[config.mk]
export PLATFORM = sky130hd
export DESIGN_NAME = ice51_top
export DESIGN_NICKNAME = d
export VERILOG_FILES = /design/src/hdl/ice51_pkg.sv /design/src/hdl/code_loader.sv /design/src/hdl/uart_tx.sv /design/src/hdl/core_fetch.sv /design/src/hdl/core_pc.sv /design/src/hdl/core_exec.sv /design/src/hdl/ice51_top.sv
export SDC_FILE = /design/constraint.sdc
export NUM_CORES = 1
export LEC_CHECK = 0
export ABC_CLOCK_PERIOD_IN_PS = 7200
export BUFFER_PORTS_ARGS = -buffer_cell sky130_fd_sc_hd__buf_2
export CAP_MARGIN = 20
export CORE_AREA = 2 2 144 90
export DETAILED_ROUTE_END_ITERATION = 8
export DIE_AREA = 0 0 146 92
export GPL_TIMING_DRIVEN = 0
export PLACE_DENSITY = 0.88
export SLEW_MARGIN = 40
export SYNTH_ARGS = -nofsm -noshare
export SYNTH_HDL_FRONTEND = slang
export SYNTH_SLANG_ARGS = --single-unit
[constraint.sdc]
create_clock -name i_clk -period 7.2 [get_ports i_clk]
set_input_delay 0.72 -clock i_clk [delete_from_list [all_inputs] [get_ports i_clk]]
set_output_delay 0.72 -clock i_clk [all_outputs]
set_load 0.05 [all_outputs]
[src/hdl/ice51_pkg.sv]
package ice51_pkg;

   //////////////////////////////
   // sizes and bit timing

   localparam int CODE_AW    = 10;
   localparam int CODE_DEPTH = 1024;    // bytes taken by the boot loader
   localparam int BAUD_DIV   = 104;     // one bit is BAUD_DIV+1 clocks
   localparam int BAUD_W     = $clog2(BAUD_DIV + 1);

   typedef logic [7:0]         byte_t;
   typedef logic [CODE_AW-1:0] code_addr_t;

   // movx targets on the data pointer
   localparam logic [15:0] TX_STAT_ADDR = 16'h0200;
   localparam logic [15:0] TX_DATA_ADDR = 16'h0201;

   //////////////////////////////
   // opcodes, 8051 encoding

   localparam byte_t OP_NOP    = 8'h00;
   localparam byte_t OP_LJMP   = 8'h02;
   localparam byte_t OP_INCA   = 8'h04;
   localparam byte_t OP_DECA   = 8'h14;
   localparam byte_t OP_ADDAI  = 8'h24;
   localparam byte_t OP_ORLAI  = 8'h44;
   localparam byte_t OP_ANLAI  = 8'h54;
   localparam byte_t OP_JZ     = 8'h60;
   localparam byte_t OP_XRLAI  = 8'h64;
   localparam byte_t OP_JNZ    = 8'h70;
   localparam byte_t OP_MOVAI  = 8'h74;
   localparam byte_t OP_SJMP   = 8'h80;
   localparam byte_t OP_MOVDP  = 8'h90;
   localparam byte_t OP_SUBBAI = 8'h94;
   localparam byte_t OP_CLRC   = 8'hC3;
   localparam byte_t OP_SETBC  = 8'hD3;
   localparam byte_t OP_MOVXAD = 8'hE0;   // movx a,@dptr
   localparam byte_t OP_CLRA   = 8'hE4;
   localparam byte_t OP_MOVXDA = 8'hF0;   // movx @dptr,a
   localparam byte_t OP_CPLA   = 8'hF4;

   typedef enum logic [2:0] {
      ST_FETCH   = 3'd0,
      ST_DECODE0 = 3'd1,
      ST_DECODE1 = 3'd2,
      ST_DECODE2 = 3'd3,
      ST_EXECUTE = 3'd4
   } cpu_state_e;

   // one instruction on its way to the execute units
   typedef struct packed {
      logic       ljmp;
      logic       sjmp;
      logic       jz;
      logic       jnz;
      logic       movdp;
      logic       movxda;
      logic       movxad;
      logic       inca;
      logic       deca;
      logic       addai;
      logic       subbai;
      logic       anlai;
      logic       orlai;
      logic       xrlai;
      logic       movai;
      logic       clra;
      logic       cpla;
      logic       clrc;
      logic       setbc;
      logic [1:0] len;      // 1, 2 or 3 bytes
      byte_t      h_data;   // byte after the opcode
      byte_t      l_data;   // third byte
   } decode_t;

endpackage

[src/hdl/code_loader.sv]
`timescale 1ns/10ps

module code_loader import ice51_pkg::*; (
   input  logic       i_clk,
   input  logic       i_nrst,
   input  logic       i_uart_rx,
   input  code_addr_t i_fetch_addr,
   output logic       o_load_done,
   output logic       o_code_wr,
   output code_addr_t o_code_addr,
   output byte_t      o_code_data
);

   typedef enum logic [1:0] {RX_IDLE, RX_START, RX_DATA, RX_STOP} rx_state_e;

   rx_state_e         rx_state;
   logic              rx_meta;
   logic              rx_sync;
   logic [BAUD_W-1:0] baud_cnt;
   logic [2:0]        bit_cnt;
   logic              half_bit;
   logic              full_bit;
   logic              byte_done;
   byte_t             rx_byte;
   code_addr_t        load_cnt;

   always_ff @(posedge i_clk or negedge i_nrst) begin
      if (!i_nrst) begin
         rx_meta <= 1'b1;
         rx_sync <= 1'b1;
      end else begin
         rx_meta <= i_uart_rx;
         rx_sync <= rx_meta;
      end
   end

   assign half_bit  = (baud_cnt == BAUD_W'(BAUD_DIV / 2));
   assign full_bit  = (baud_cnt == BAUD_W'(BAUD_DIV));
   assign byte_done = (rx_state == RX_STOP) & full_bit;

   //////////////////////////////
   // receive fsm

   always_ff @(posedge i_clk or negedge i_nrst) begin
      if (!i_nrst) begin
         rx_state <= RX_IDLE;
         baud_cnt <= '0;
         bit_cnt  <= '0;
      end else begin
         baud_cnt <= baud_cnt + 1'b1;
         unique case (rx_state)
            RX_IDLE: begin
               baud_cnt <= '0;
               if (!rx_sync) rx_state <= RX_START;
            end
            RX_START: if (half_bit) begin   // middle of start bit
               baud_cnt <= '0;
               bit_cnt  <= '0;
               rx_state <= rx_sync ? RX_IDLE : RX_DATA;   // high again, just a glitch
            end
            RX_DATA: if (full_bit) begin
               baud_cnt <= '0;
               bit_cnt  <= bit_cnt + 1'b1;
               if (bit_cnt == 3'd7) rx_state <= RX_STOP;
            end
            RX_STOP: if (full_bit) begin
               baud_cnt <= '0;
               rx_state <= RX_IDLE;
            end
         endcase
      end
   end

   // lsb first
   always_ff @(posedge i_clk) begin
      if ((rx_state == RX_DATA) && full_bit) rx_byte <= {rx_sync, rx_byte[7:1]};
   end

   //////////////////////////////
   // load count and memory side

   always_ff @(posedge i_clk or negedge i_nrst) begin
      if (!i_nrst) begin
         load_cnt    <= '0;
         o_load_done <= 1'b0;
      end else if (o_code_wr) begin
         load_cnt <= load_cnt + 1'b1;
         if (load_cnt == code_addr_t'(CODE_DEPTH - 1)) o_load_done <= 1'b1;
      end
   end

   assign o_code_wr   = byte_done & ~o_load_done;
   assign o_code_data = rx_byte;
   assign o_code_addr = o_load_done ? i_fetch_addr : load_cnt;   // core owns memory after load

   // done only right after a write that wrapped the count over the whole image
   a_done_after_last_wr : assert property (@(posedge i_clk) disable iff (!i_nrst)
      $rose(o_load_done) |-> ($past(o_code_wr) && load_cnt == '0));

endmodule

[src/hdl/uart_tx.sv]
`timescale 1ns/10ps

module uart_tx import ice51_pkg::*; (
   input  logic  i_clk,
   input  logic  i_nrst,
   input  logic  i_start,
   input  byte_t i_data,
   output logic  o_busy,
   output logic  o_uart_tx
);

   logic [BAUD_W-1:0] baud_cnt;
   logic [3:0]        bit_cnt;
   logic [9:0]        frame;      // stop, data, start
   logic              accept;
   logic              bit_end;

   assign accept  = i_start & ~o_busy;   // start while busy is dropped
   assign bit_end = o_busy & (baud_cnt == BAUD_W'(BAUD_DIV));

   always_ff @(posedge i_clk or negedge i_nrst) begin
      if (!i_nrst) begin
         o_busy   <= 1'b0;
         baud_cnt <= '0;
         bit_cnt  <= '0;
      end else begin
         if (accept) begin
            o_busy  <= 1'b1;
            bit_cnt <= '0;
         end else if (bit_end) begin
            bit_cnt <= bit_cnt + 1'b1;
            if (bit_cnt == 4'd9) o_busy <= 1'b0;   // end of stop bit
         end

         if (!o_busy || bit_end) baud_cnt <= '0;
         else                    baud_cnt <= baud_cnt + 1'b1;
      end
   end

   //////////////////////////////
   // shifter

   // ones shift in behind the frame so the idle line sits high
   always_ff @(posedge i_clk or negedge i_nrst) begin
      if (!i_nrst)      frame <= '1;
      else if (accept)  frame <= {1'b1, i_data, 1'b0};
      else if (bit_end) frame <= {1'b1, frame[9:1]};
   end

   assign o_uart_tx = frame[0];

   // line must be back at mark level whenever the transmitter is free
   a_idle_high : assert property (@(posedge i_clk) disable iff (!i_nrst)
      !o_busy |-> o_uart_tx);

endmodule

[src/hdl/core_fetch.sv]
`timescale 1ns/10ps

module core_fetch import ice51_pkg::*; (
   input  logic       i_clk,
   input  logic       i_nrst,
   input  logic       i_load_done,
   input  byte_t      i_code_data,
   output cpu_state_e o_state,
   output decode_t    o_dec
);

   cpu_state_e state;
   cpu_state_e state_next;
   byte_t      op_q;
   byte_t      op_cur;
   byte_t      h_q;
   byte_t      l_q;
   decode_t    dec;

   // opcode is still on the bus during decode0
   assign op_cur = (state == ST_DECODE0) ? i_code_data : op_q;

   //////////////////////////////
   // decoder

   always_comb begin
      dec        = '0;
      dec.len    = 2'd1;
      dec.h_data = h_q;
      dec.l_data = l_q;
      case (op_cur)
         OP_NOP    : dec.len = 2'd1;
         OP_LJMP   : begin
            dec.ljmp = 1'b1;
            dec.len  = 2'd3;
         end
         OP_MOVDP  : begin
            dec.movdp = 1'b1;
            dec.len   = 2'd3;
         end
         OP_SJMP   : begin
            dec.sjmp = 1'b1;
            dec.len  = 2'd2;
         end
         OP_JZ     : begin
            dec.jz  = 1'b1;
            dec.len = 2'd2;
         end
         OP_JNZ    : begin
            dec.jnz = 1'b1;
            dec.len = 2'd2;
         end
         OP_ADDAI  : begin
            dec.addai = 1'b1;
            dec.len   = 2'd2;
         end
         OP_SUBBAI : begin
            dec.subbai = 1'b1;
            dec.len    = 2'd2;
         end
         OP_ANLAI  : begin
            dec.anlai = 1'b1;
            dec.len   = 2'd2;
         end
         OP_ORLAI  : begin
            dec.orlai = 1'b1;
            dec.len   = 2'd2;
         end
         OP_XRLAI  : begin
            dec.xrlai = 1'b1;
            dec.len   = 2'd2;
         end
         OP_MOVAI  : begin
            dec.movai = 1'b1;
            dec.len   = 2'd2;
         end
         OP_INCA   : dec.inca   = 1'b1;
         OP_DECA   : dec.deca   = 1'b1;
         OP_CLRA   : dec.clra   = 1'b1;
         OP_CPLA   : dec.cpla   = 1'b1;
         OP_CLRC   : dec.clrc   = 1'b1;
         OP_SETBC  : dec.setbc  = 1'b1;
         OP_MOVXDA : dec.movxda = 1'b1;
         OP_MOVXAD : dec.movxad = 1'b1;
         default   : ;   // anything else runs as a one byte nop
      endcase
   end

   //////////////////////////////
   // state machine

   always_comb begin
      unique case (state)
         ST_FETCH   : state_next = i_load_done ? ST_DECODE0 : ST_FETCH;
         ST_DECODE0 : state_next = (dec.len == 2'd1) ? ST_EXECUTE : ST_DECODE1;
         ST_DECODE1 : state_next = (dec.len == 2'd3) ? ST_DECODE2 : ST_EXECUTE;
         ST_DECODE2 : state_next = ST_EXECUTE;
         default    : state_next = ST_FETCH;
      endcase
   end

   always_ff @(posedge i_clk or negedge i_nrst) begin
      if (!i_nrst) begin
         state <= ST_FETCH;
         op_q  <= OP_NOP;
      end else begin
         state <= state_next;
         if (state == ST_DECODE0) op_q <= i_code_data;
      end
   end

   // operand bytes
   always_ff @(posedge i_clk) begin
      if (state == ST_DECODE1) h_q <= i_code_data;
      if (state == ST_DECODE2) l_q <= i_code_data;
   end

   assign o_state = state;
   assign o_dec   = dec;

   a_state_legal : assert property (@(posedge i_clk) disable iff (!i_nrst)
      state inside {ST_FETCH, ST_DECODE0, ST_DECODE1, ST_DECODE2, ST_EXECUTE});

endmodule

[src/hdl/core_pc.sv]
`timescale 1ns/10ps

module core_pc import ice51_pkg::*; (
   input  logic       i_clk,
   input  logic       i_nrst,
   input  cpu_state_e i_state,
   input  decode_t    i_dec,
   input  logic       i_acc_zero,
   output code_addr_t o_pc
);

   code_addr_t  pc_next;
   code_addr_t  rel_off;
   logic [15:0] abs_addr;
   logic        taken;

   // pc already points past the instruction when execute comes round
   assign rel_off  = {{(CODE_AW - 8){i_dec.h_data[7]}}, i_dec.h_data};
   assign abs_addr = {i_dec.h_data, i_dec.l_data};

   assign taken = i_dec.sjmp |
                  (i_dec.jz  &  i_acc_zero) |
                  (i_dec.jnz & ~i_acc_zero);

   always_comb begin
      pc_next = o_pc;
      unique case (i_state)
         ST_DECODE0,
         ST_DECODE1,
         ST_DECODE2 : pc_next = o_pc + 1'b1;   // one step per byte read
         ST_EXECUTE : begin
            if (i_dec.ljmp) pc_next = abs_addr[CODE_AW-1:0];   // upper bits dropped
            else if (taken) pc_next = o_pc + rel_off;
         end
         default    : pc_next = o_pc;
      endcase
   end

   always_ff @(posedge i_clk or negedge i_nrst) begin
      if (!i_nrst) o_pc <= '0;
      else         o_pc <= pc_next;
   end

endmodule

[src/hdl/core_exec.sv]
`timescale 1ns/10ps

module core_exec import ice51_pkg::*; (
   input  logic       i_clk,
   input  logic       i_nrst,
   input  cpu_state_e i_state,
   input  decode_t    i_dec,
   input  logic       i_tx_busy,
   output logic       o_acc_zero,
   output logic       o_tx_start,
   output byte_t      o_tx_data
);

   byte_t       acc;
   byte_t       acc_next;
   byte_t       xdata_rd;
   logic        carry;
   logic        carry_next;
   logic [15:0] dptr;
   logic [8:0]  add_res;
   logic [8:0]  sub_res;
   logic        exec;
   logic        acc_upd;
   logic        carry_upd;

   assign exec = (i_state == ST_EXECUTE);

   //////////////////////////////
   // alu

   assign add_res = {1'b0, acc} + {1'b0, i_dec.h_data};
   assign sub_res = {1'b0, acc} - {1'b0, i_dec.h_data} - {8'd0, carry};   // bit 8 is borrow

   // only the transmitter status lives in xdata
   assign xdata_rd = (dptr == TX_STAT_ADDR) ? {7'd0, i_tx_busy} : 8'h00;

   always_comb begin
      if      (i_dec.movai)  acc_next = i_dec.h_data;
      else if (i_dec.addai)  acc_next = add_res[7:0];
      else if (i_dec.subbai) acc_next = sub_res[7:0];
      else if (i_dec.anlai)  acc_next = acc & i_dec.h_data;
      else if (i_dec.orlai)  acc_next = acc | i_dec.h_data;
      else if (i_dec.xrlai)  acc_next = acc ^ i_dec.h_data;
      else if (i_dec.inca)   acc_next = acc + 8'd1;
      else if (i_dec.deca)   acc_next = acc - 8'd1;
      else if (i_dec.clra)   acc_next = 8'h00;
      else if (i_dec.cpla)   acc_next = ~acc;
      else if (i_dec.movxad) acc_next = xdata_rd;
      else                   acc_next = acc;
   end

   assign acc_upd = exec & (i_dec.movai | i_dec.addai | i_dec.subbai | i_dec.anlai |
                            i_dec.orlai | i_dec.xrlai | i_dec.inca | i_dec.deca |
                            i_dec.clra | i_dec.cpla | i_dec.movxad);

   // inc and dec leave carry alone, as on the 8051
   assign carry_next = (i_dec.addai  & add_res[8]) |
                       (i_dec.subbai & sub_res[8]) |
                        i_dec.setbc;
   assign carry_upd  = exec & (i_dec.addai | i_dec.subbai | i_dec.clrc | i_dec.setbc);

   //////////////////////////////
   // registers

   always_ff @(posedge i_clk or negedge i_nrst) begin
      if (!i_nrst) begin
         acc        <= 8'h00;
         o_acc_zero <= 1'b1;     // acc starts at zero
         carry      <= 1'b0;
         dptr       <= 16'h0000;
      end else begin
         if (acc_upd) begin
            acc        <= acc_next;
            o_acc_zero <= (acc_next == 8'h00);
         end
         if (carry_upd)              carry <= carry_next;
         if (exec && i_dec.movdp)    dptr  <= {i_dec.h_data, i_dec.l_data};
      end
   end

   // movx @dptr,a to the data port kicks the transmitter
   assign o_tx_start = exec & i_dec.movxda & (dptr == TX_DATA_ADDR);
   assign o_tx_data  = acc;

endmodule

[src/hdl/ice51_top.sv]
`timescale 1ns/10ps

module ice51_top import ice51_pkg::*; (
   input  logic       i_clk,
   input  logic       i_nrst,
   input  logic       i_uart_rx,
   output logic       o_uart_tx,
   output logic       o_code_wr,
   output code_addr_t o_code_addr,
   output byte_t      o_code_data,
   input  byte_t      i_code_data
);

   logic       load_done;
   code_addr_t pc;
   cpu_state_e state;
   decode_t    dec;
   logic       acc_zero;
   logic       tx_start;
   byte_t      tx_data;
   logic       tx_busy;

   //////////////////////////////
   // boot loader and serial out

   code_loader u_loader (
      .i_clk        (i_clk),
      .i_nrst       (i_nrst),
      .i_uart_rx    (i_uart_rx),
      .i_fetch_addr (pc),
      .o_load_done  (load_done),
      .o_code_wr    (o_code_wr),
      .o_code_addr  (o_code_addr),
      .o_code_data  (o_code_data)
   );

   uart_tx u_tx (
      .i_clk     (i_clk),
      .i_nrst    (i_nrst),
      .i_start   (tx_start),
      .i_data    (tx_data),
      .o_busy    (tx_busy),
      .o_uart_tx (o_uart_tx)
   );

   //////////////////////////////
   // core

   core_fetch u_fetch (
      .i_clk       (i_clk),
      .i_nrst      (i_nrst),
      .i_load_done (load_done),
      .i_code_data (i_code_data),
      .o_state     (state),
      .o_dec       (dec)
   );

   core_pc u_pc (
      .i_clk      (i_clk),
      .i_nrst     (i_nrst),
      .i_state    (state),
      .i_dec      (dec),
      .i_acc_zero (acc_zero),
      .o_pc       (pc)
   );

   core_exec u_exec (
      .i_clk      (i_clk),
      .i_nrst     (i_nrst),
      .i_state    (state),
      .i_dec      (dec),
      .i_tx_busy  (tx_busy),
      .o_acc_zero (acc_zero),
      .o_tx_start (tx_start),
      .o_tx_data  (tx_data)
   );

endmodule

* After elaboration in Yosys (flattened, before gate mapping)
Cells that the tools add are included.
Word-level totals: register bits after elaboration 118, bits in latches 0, RAM bits 0, ROM bits 0, input port bits 11, output and inout port bits 20, word-level logic and storage cells 193, memories kept 0
Operators by class: $add $sub $neg 12, multiply operators 0, divide/modulo/power cells 0, order comparisons 0, equal/unequal tests 42, shifts and indexed selects 0, mux-type cells 62, bitwise logic cells 36, reduce and logical (&&, ||, !) cells 20
Operators with widths (number):
- 8-bit two-way mux | 12
- 8-bit equality test (second input constant) | 9
- 10-bit two-way mux | 5
- 8-bit by 7-bit equality test with 1-bit output (second input constant) | 6
- 16-bit by 10-bit equality test with 1-bit output (second input constant) | 2
- 1-bit two-way mux | 24
- 7-bit two-way mux | 3
- 7-bit case mux with 3 select lines | 1
- 10-bit by 1-bit adder with 10-bit output (second input constant) | 2
- 10-bit case mux with 2 select lines | 1
- 1-bit bitwise OR | 17
- 7-bit by 1-bit adder with 7-bit output (second input constant) | 2
- 7-bit equality test (second input constant) | 2
- 1-bit bitwise AND | 12
- 2-bit two-way mux | 6
- 3-bit two-way mux | 4
- 3-bit case mux with 4 select lines | 1
- 10-bit adder | 1
- 10-bit equality test (second input constant) | 1
- 8-bit by 8-bit adder with 9-bit output | 1
- 9-bit OR reduction | 1
- 8-bit by 8-bit subtractor with 9-bit output | 1
- 9-bit by 1-bit subtractor with 9-bit output | 1
- 8-bit by 1-bit adder with 8-bit output (second input constant) | 1
- other kinds (38) | 56

* Depth between registers and ports, before layout
depth after elaboration 16, gate-level depth with buffers 14, mapped depth without buffers 13

* Cells and area by module
From an unflattened synthesis, not the netlist that was laid out.
Unflattened totals: cell total of the unflattened synthesis 903, area, all modules 8378.0 um^2
By module, submodules not included:
- core_exec | instances 1, cells an instance 361, area each 2965.3 um^2
- code_loader | instances 1, cells an instance 126, area each 1584.0 um^2
- core_fetch | instances 1, cells an instance 142, area each 1450.1 um^2
- uart_tx | instances 1, cells an instance 124, area each 1194.9 um^2
- core_pc | instances 1, cells an instance 150, area each 1183.6 um^2

* Worst setup path before layout
OpenSTA, ideal clock, no wires.
kind reg2reg, start register u_loader.baud_cnt[0], end register u_loader.load_cnt[9], library setup time 79 ps, data arrival time 3042 ps, required time 7121 ps, slack 4079 ps, cell stages (with the launch flop) 9, buffers on the path 0, cells stage by stage dfrtp_1 -> inv_1 -> ha_1 -> and2_1 -> nand4_1 -> nor3b_1 -> nand4_1 -> nor2_1 -> xor2_1
Between the ends: cells in the longest elaborated chain, start to end 3
RTL lines:
- from (decl) | line code_loader.sv:19 | logic [BAUD_W-1:0] baud_cnt;
- from (signal assigned) | line code_loader.sv:50 | baud_cnt <= baud_cnt + 1'b1;
- 7-bit equality test | line code_loader.sv:38 | assign full_bit = (baud_cnt == BAUD_W'(BAUD_DIV));
- 1-bit bitwise AND | line code_loader.sv:39 | assign byte_done = (rx_state == RX_STOP) & full_bit;
- 1-bit bitwise AND | line code_loader.sv:92 | assign o_code_wr = byte_done & ~o_load_done;
- named net o_code_wr | line ice51_top.sv:8 | output logic o_code_wr,
- to (signal assigned) | line code_loader.sv:87 | load_cnt <= load_cnt + 1'b1;
- to (decl) | line code_loader.sv:25 | code_addr_t load_cnt;
The timed path passes the listed nets, and every way through them passes these cells. A chain may end at the register's enable or synchronous reset.

* Worst setup path after layout
start register u_exec.acc[2], in the netlist u_exec.o_tx_data[2], end register u_exec.o_acc_zero
Between the ends: cells in the longest elaborated chain, start to end 12
RTL lines:
- from (decl) | line core_exec.sv:14 | byte_t acc;
- from (signal assigned) | line core_exec.sv:73 | acc <= acc_next;
- parallel branches: the longest is 9 deep, another holds 8-bit by 8-bit subtractor with 9-bit output
- 8-bit two-way mux * | line core_exec.sv:39 | else if (i_dec.addai) acc_next = add_res[7:0];
- 8-bit two-way mux * | line core_exec.sv:38 | if (i_dec.movai) acc_next = i_dec.h_data;
- 8-bit zero test * | line core_exec.sv:74 | o_acc_zero <= (acc_next == 8'h00);
- to (signal assigned) | line core_exec.sv:74
- to (decl) | line core_exec.sv:9 | output logic o_acc_zero,
Every way passes the cells marked *.

==> results.tsv <==
stage	metric	value	unit
power_and_ir_drop	switching part of the total	0.241	
power_and_ir_drop	switching power	0.399	mW
layout	Final nets	989	
yosys	Ys Warns	0	
yosys	Synth area leader	dfrtp_1	
yosys	count leader, synth	nand2_1	
power_and_ir_drop	P_int	1.26	mW
die	core area	12300	um^2
layout	register area	3060	um^2
power_and_ir_drop	VDD IR max	0.149	mV
route	Antenna Nets Post-Route	0	
setup_path	CP most frequent cell	clkbuf_1	
clocking	clock-pin slew on the worst setup and hold paths	0.06	ns
die	# IOs	31	
yosys	Post-Syn Instances	868	
layout	Multi-input gate area	4650	um^2
grt	largest net degree at the start of global routing	71	
yosys	Synth top area share	0.250	
die	DIE WIDTH	146	um
setup_path	CP required	7.54	ns
power_and_ir_drop	Logic pwr share	0.044	
clocking	Setup Fix Bufs, Post-CTS	0	
route	Vias	7146	
timing	min cycle time layout	3.63	ns
die	Initial Utilization	0.657	
setup_path	CP endpoint kind	flop	
timing	slew of the pin with the lowest slew margin	0.779	ns
power_and_ir_drop	Static Leak	4.04	nW
timing	Slew Viols, Final	0	
setup_path	CP max FO	9	
clocking	Resized cells post-CTS	0	
die	Die ar.	13400	um^2
clocking	clock latency on the worst-skew pair	0.43	ns
route	DRC violations left	0	
timing	Final setup viols	0	
clocking	Root Buffer	clkbuf_16	
layout	ANT cells	0	
power_and_ir_drop	clock power share	0.542	
setup_path	Crit path arrival time	3.97	ns
yosys	Yosys reg bits	117	
yosys	synthesized cell area	8100	um^2
yosys	largest cells by area after synthesis	dfrtp_1 (25%), edfxtp_1 (8.9%), ha_1 (8.7%)	
power_and_ir_drop	Seq pwr share	0.414	
clocking	CTS Buf Count	17	
flow_run	max cap viols	0	
setup_path	critical path startpoint category	flop	
yosys	asr flop ratio synth	0.795	
layout	Final Instance Count excl. Fillers	1101	
timing	fin crit share	0.505	
place	port bufs	30	
yosys	number of distinct library cells after synthesis	92	
layout	share of cells above drive strength 1	0.163	
layout	fillers	889	
clocking	CTS tree	done	
clocking	CTS HTree Levels	4	
timing	Clock Skew	0.0111	ns
timing	RSZ-0062 raised after global routing	no	
route	routed len/inst	20.4	um
timing	worst rel slew slack	0.481	
setup_path	critical path type	flop to flop	
hold_path	Min-Delay Path Class	input port to asynchronous set/reset pin	
yosys	syn nets	939	
grt	total track usage	0.349	
die	Die Ht	92	um
timing	minimum hold slack	0.121	ns
place	Inst Count DP	1069	
clocking	Hold-fix buffers, CTS	0	
route	total wire length	22400	um
timing	Max Clk Rate	275	MHz
yosys	predominant post-synthesis flop cell	dfrtp_1	
route	DRT iter0 DRCs	864	
yosys	leading cell types by count after synthesis	nand2_1 (93), dfrtp_1 (81), nor2_1 (69)	
yosys	Post-synth EDFFs	24	
clocking	Max clock buf depth	2	
route	DR pass1 iterations	5	
layout	synth-to-layout area growth	12.7	%
setup_path	crit-path max cell delay	0.42	ns
setup_path	Crit-path slowest cell	dfrtp_1	
route	routed vias/inst	6.49	
die	Row Count	32	
grt	first-pass GRT wire length	36400	um
grt	GRT overflow	0	
status	outcome	completed	
grt	initial antenna violation count	0	
setup_path	crit-path cells	clkbuf_1 > inv_1 > ha_1 > clkbuf_1 > o21a_1 > nor2_1 > o21ai_0 > xor2_1 > a221o_1 > o221a_2 > nand4b_1 > o31ai_2	
timing	Final Hold Viols	0	
grt	vias in the first global route	6686	
power_and_ir_drop	Pwr per Cell Area	182	nW/um^2
clocking	TritonCTS Sinks	117	
yosys	syn avg cell area	9.33	um^2
place	post-DP HPWL	16100	um
timing	Fin Setup TNS	0	ns
place	Routability Congestion	1.04	
yosys	sequential fraction of the synthesis area	0.378	
==> cell usage in the layout (no fill, tap or decap), types with 22 or more instances in the layout <==
| cell | count |
|---|---|
| nand2_1 | 93 |
| dfrtp_1 | 81 |
| nor2_1 | 69 |
| a21oi_1 | 66 |
| ha_1 | 56 |
| inv_1 | 47 |
| o21ai_0 | 39 |
| buf_2 | 38 |
| nand3_1 | 33 |
| xnor2_1 | 31 |
| mux2_2 | 29 |
| edfxtp_1 | 24 |
| xor2_1 | 22 |
==> sequential cells by signal, indices dropped and copies added, names as in the netlist, 9 cells and up, named ones only <==
signal and flops:
u_tx.frame 9, u_pc.o_pc 10, u_loader.load_cnt 10, u_exec.dptr 16
==> per-stage QoR <==
stage          cell area [um^2]  total power, mW   util  setup WS, ns
2_1_floorplan              8100            0.736      -          4.08
3_3_place_gp               8460            0.764  0.686          3.56
3_5_place_dp               8500            0.768  0.690          3.62
4_1_cts                    9120             1.66  0.740          3.72
5_1_grt                    9130             1.70  0.740          3.40
6_report                   9130             1.66  0.740          3.57
==> layout make-up <==
| class | instances | share of cell area |
|---|---|---|
| sequential | 117 | 0.336 |
| timing repair buffer | 31 | 0.0206 |
| clock inverter | 15 | 0.0211 |
| clock buffer | 17 | 0.0466 |
| inverter | 48 | 0.0197 |
| buffer | 38 | 0.0239 |
| tap | 170 | 0.0233 |
| multi-input combinational | 665 | 0.509 |
==> worst max-delay path, delay by kind of cell (launching register included) <==
family,cells,cell delay (ns)
compound gates,5,1.32
xor+xnor,1,0.17
buf+inv,3,1.05
simple gates,2,0.26
flops,1,0.42
fa+ha+maj,1,0.32
==> cells by family (layout without fill, tap and decap cells) <==
logic type,after synthesis,after routing,synth area share
AO/OA/AOI/OAI,210,210,0.173
XOR/XNOR,53,53,0.0573
adder cells (fa/ha/maj),60,60,0.0964
buffers and inverters,86,149,0.0491
flip-flops,117,117,0.378
multiplexers,41,41,0.0558
AND/OR/NAND/NOR,301,301,0.190
==> layer usage <==
metal,vias to the layer above,global-route usage,share of wire,routed length (um)
met5,-,0,0,0
met1,3431,0.517,0.44,9870
met3,52,0.111,0.12,2760
met4,0,0.108,0.025,571
li1,3227,-,-,-
met2,436,0.486,0.41,9220
==> worst paths after layout <==
path                                                 start                            end  slack, ns  depth (start not counted)
min reg2reg                     u_loader.rx_meta$_DFF_PN1_     u_loader.rx_sync$_DFF_PN1_       0.36                          0
max in group asynchronous                           i_nrst      u_tx.frame[1]$_DFFE_PN1P_       6.41                          2
min in group i_clk              u_loader.rx_meta$_DFF_PN1_     u_loader.rx_sync$_DFF_PN1_       0.36                          0
max                        u_exec.o_tx_data[2]$_DFFE_PN0P_  u_exec.o_acc_zero$_DFFE_PN1P_       3.57                         12
min                                                 i_nrst       u_pc.o_pc[1]$_DFFE_PN0P_       0.12                          1
max reg2reg                u_exec.o_tx_data[2]$_DFFE_PN0P_  u_exec.o_acc_zero$_DFFE_PN1P_       3.57                         12
==> power by group through the flow <==
stage          sequential [mW]  clock [mW]  combinational (mW)
2_1_floorplan            0.696           0              0.0394
3_3_place_gp             0.697           0              0.0671
3_5_place_dp             0.697           0              0.0705
4_1_cts                  0.685       0.905              0.0715
5_1_grt                  0.686       0.939              0.0800
6_report                 0.686       0.898              0.0732
(Power assumes the default switching activity.)
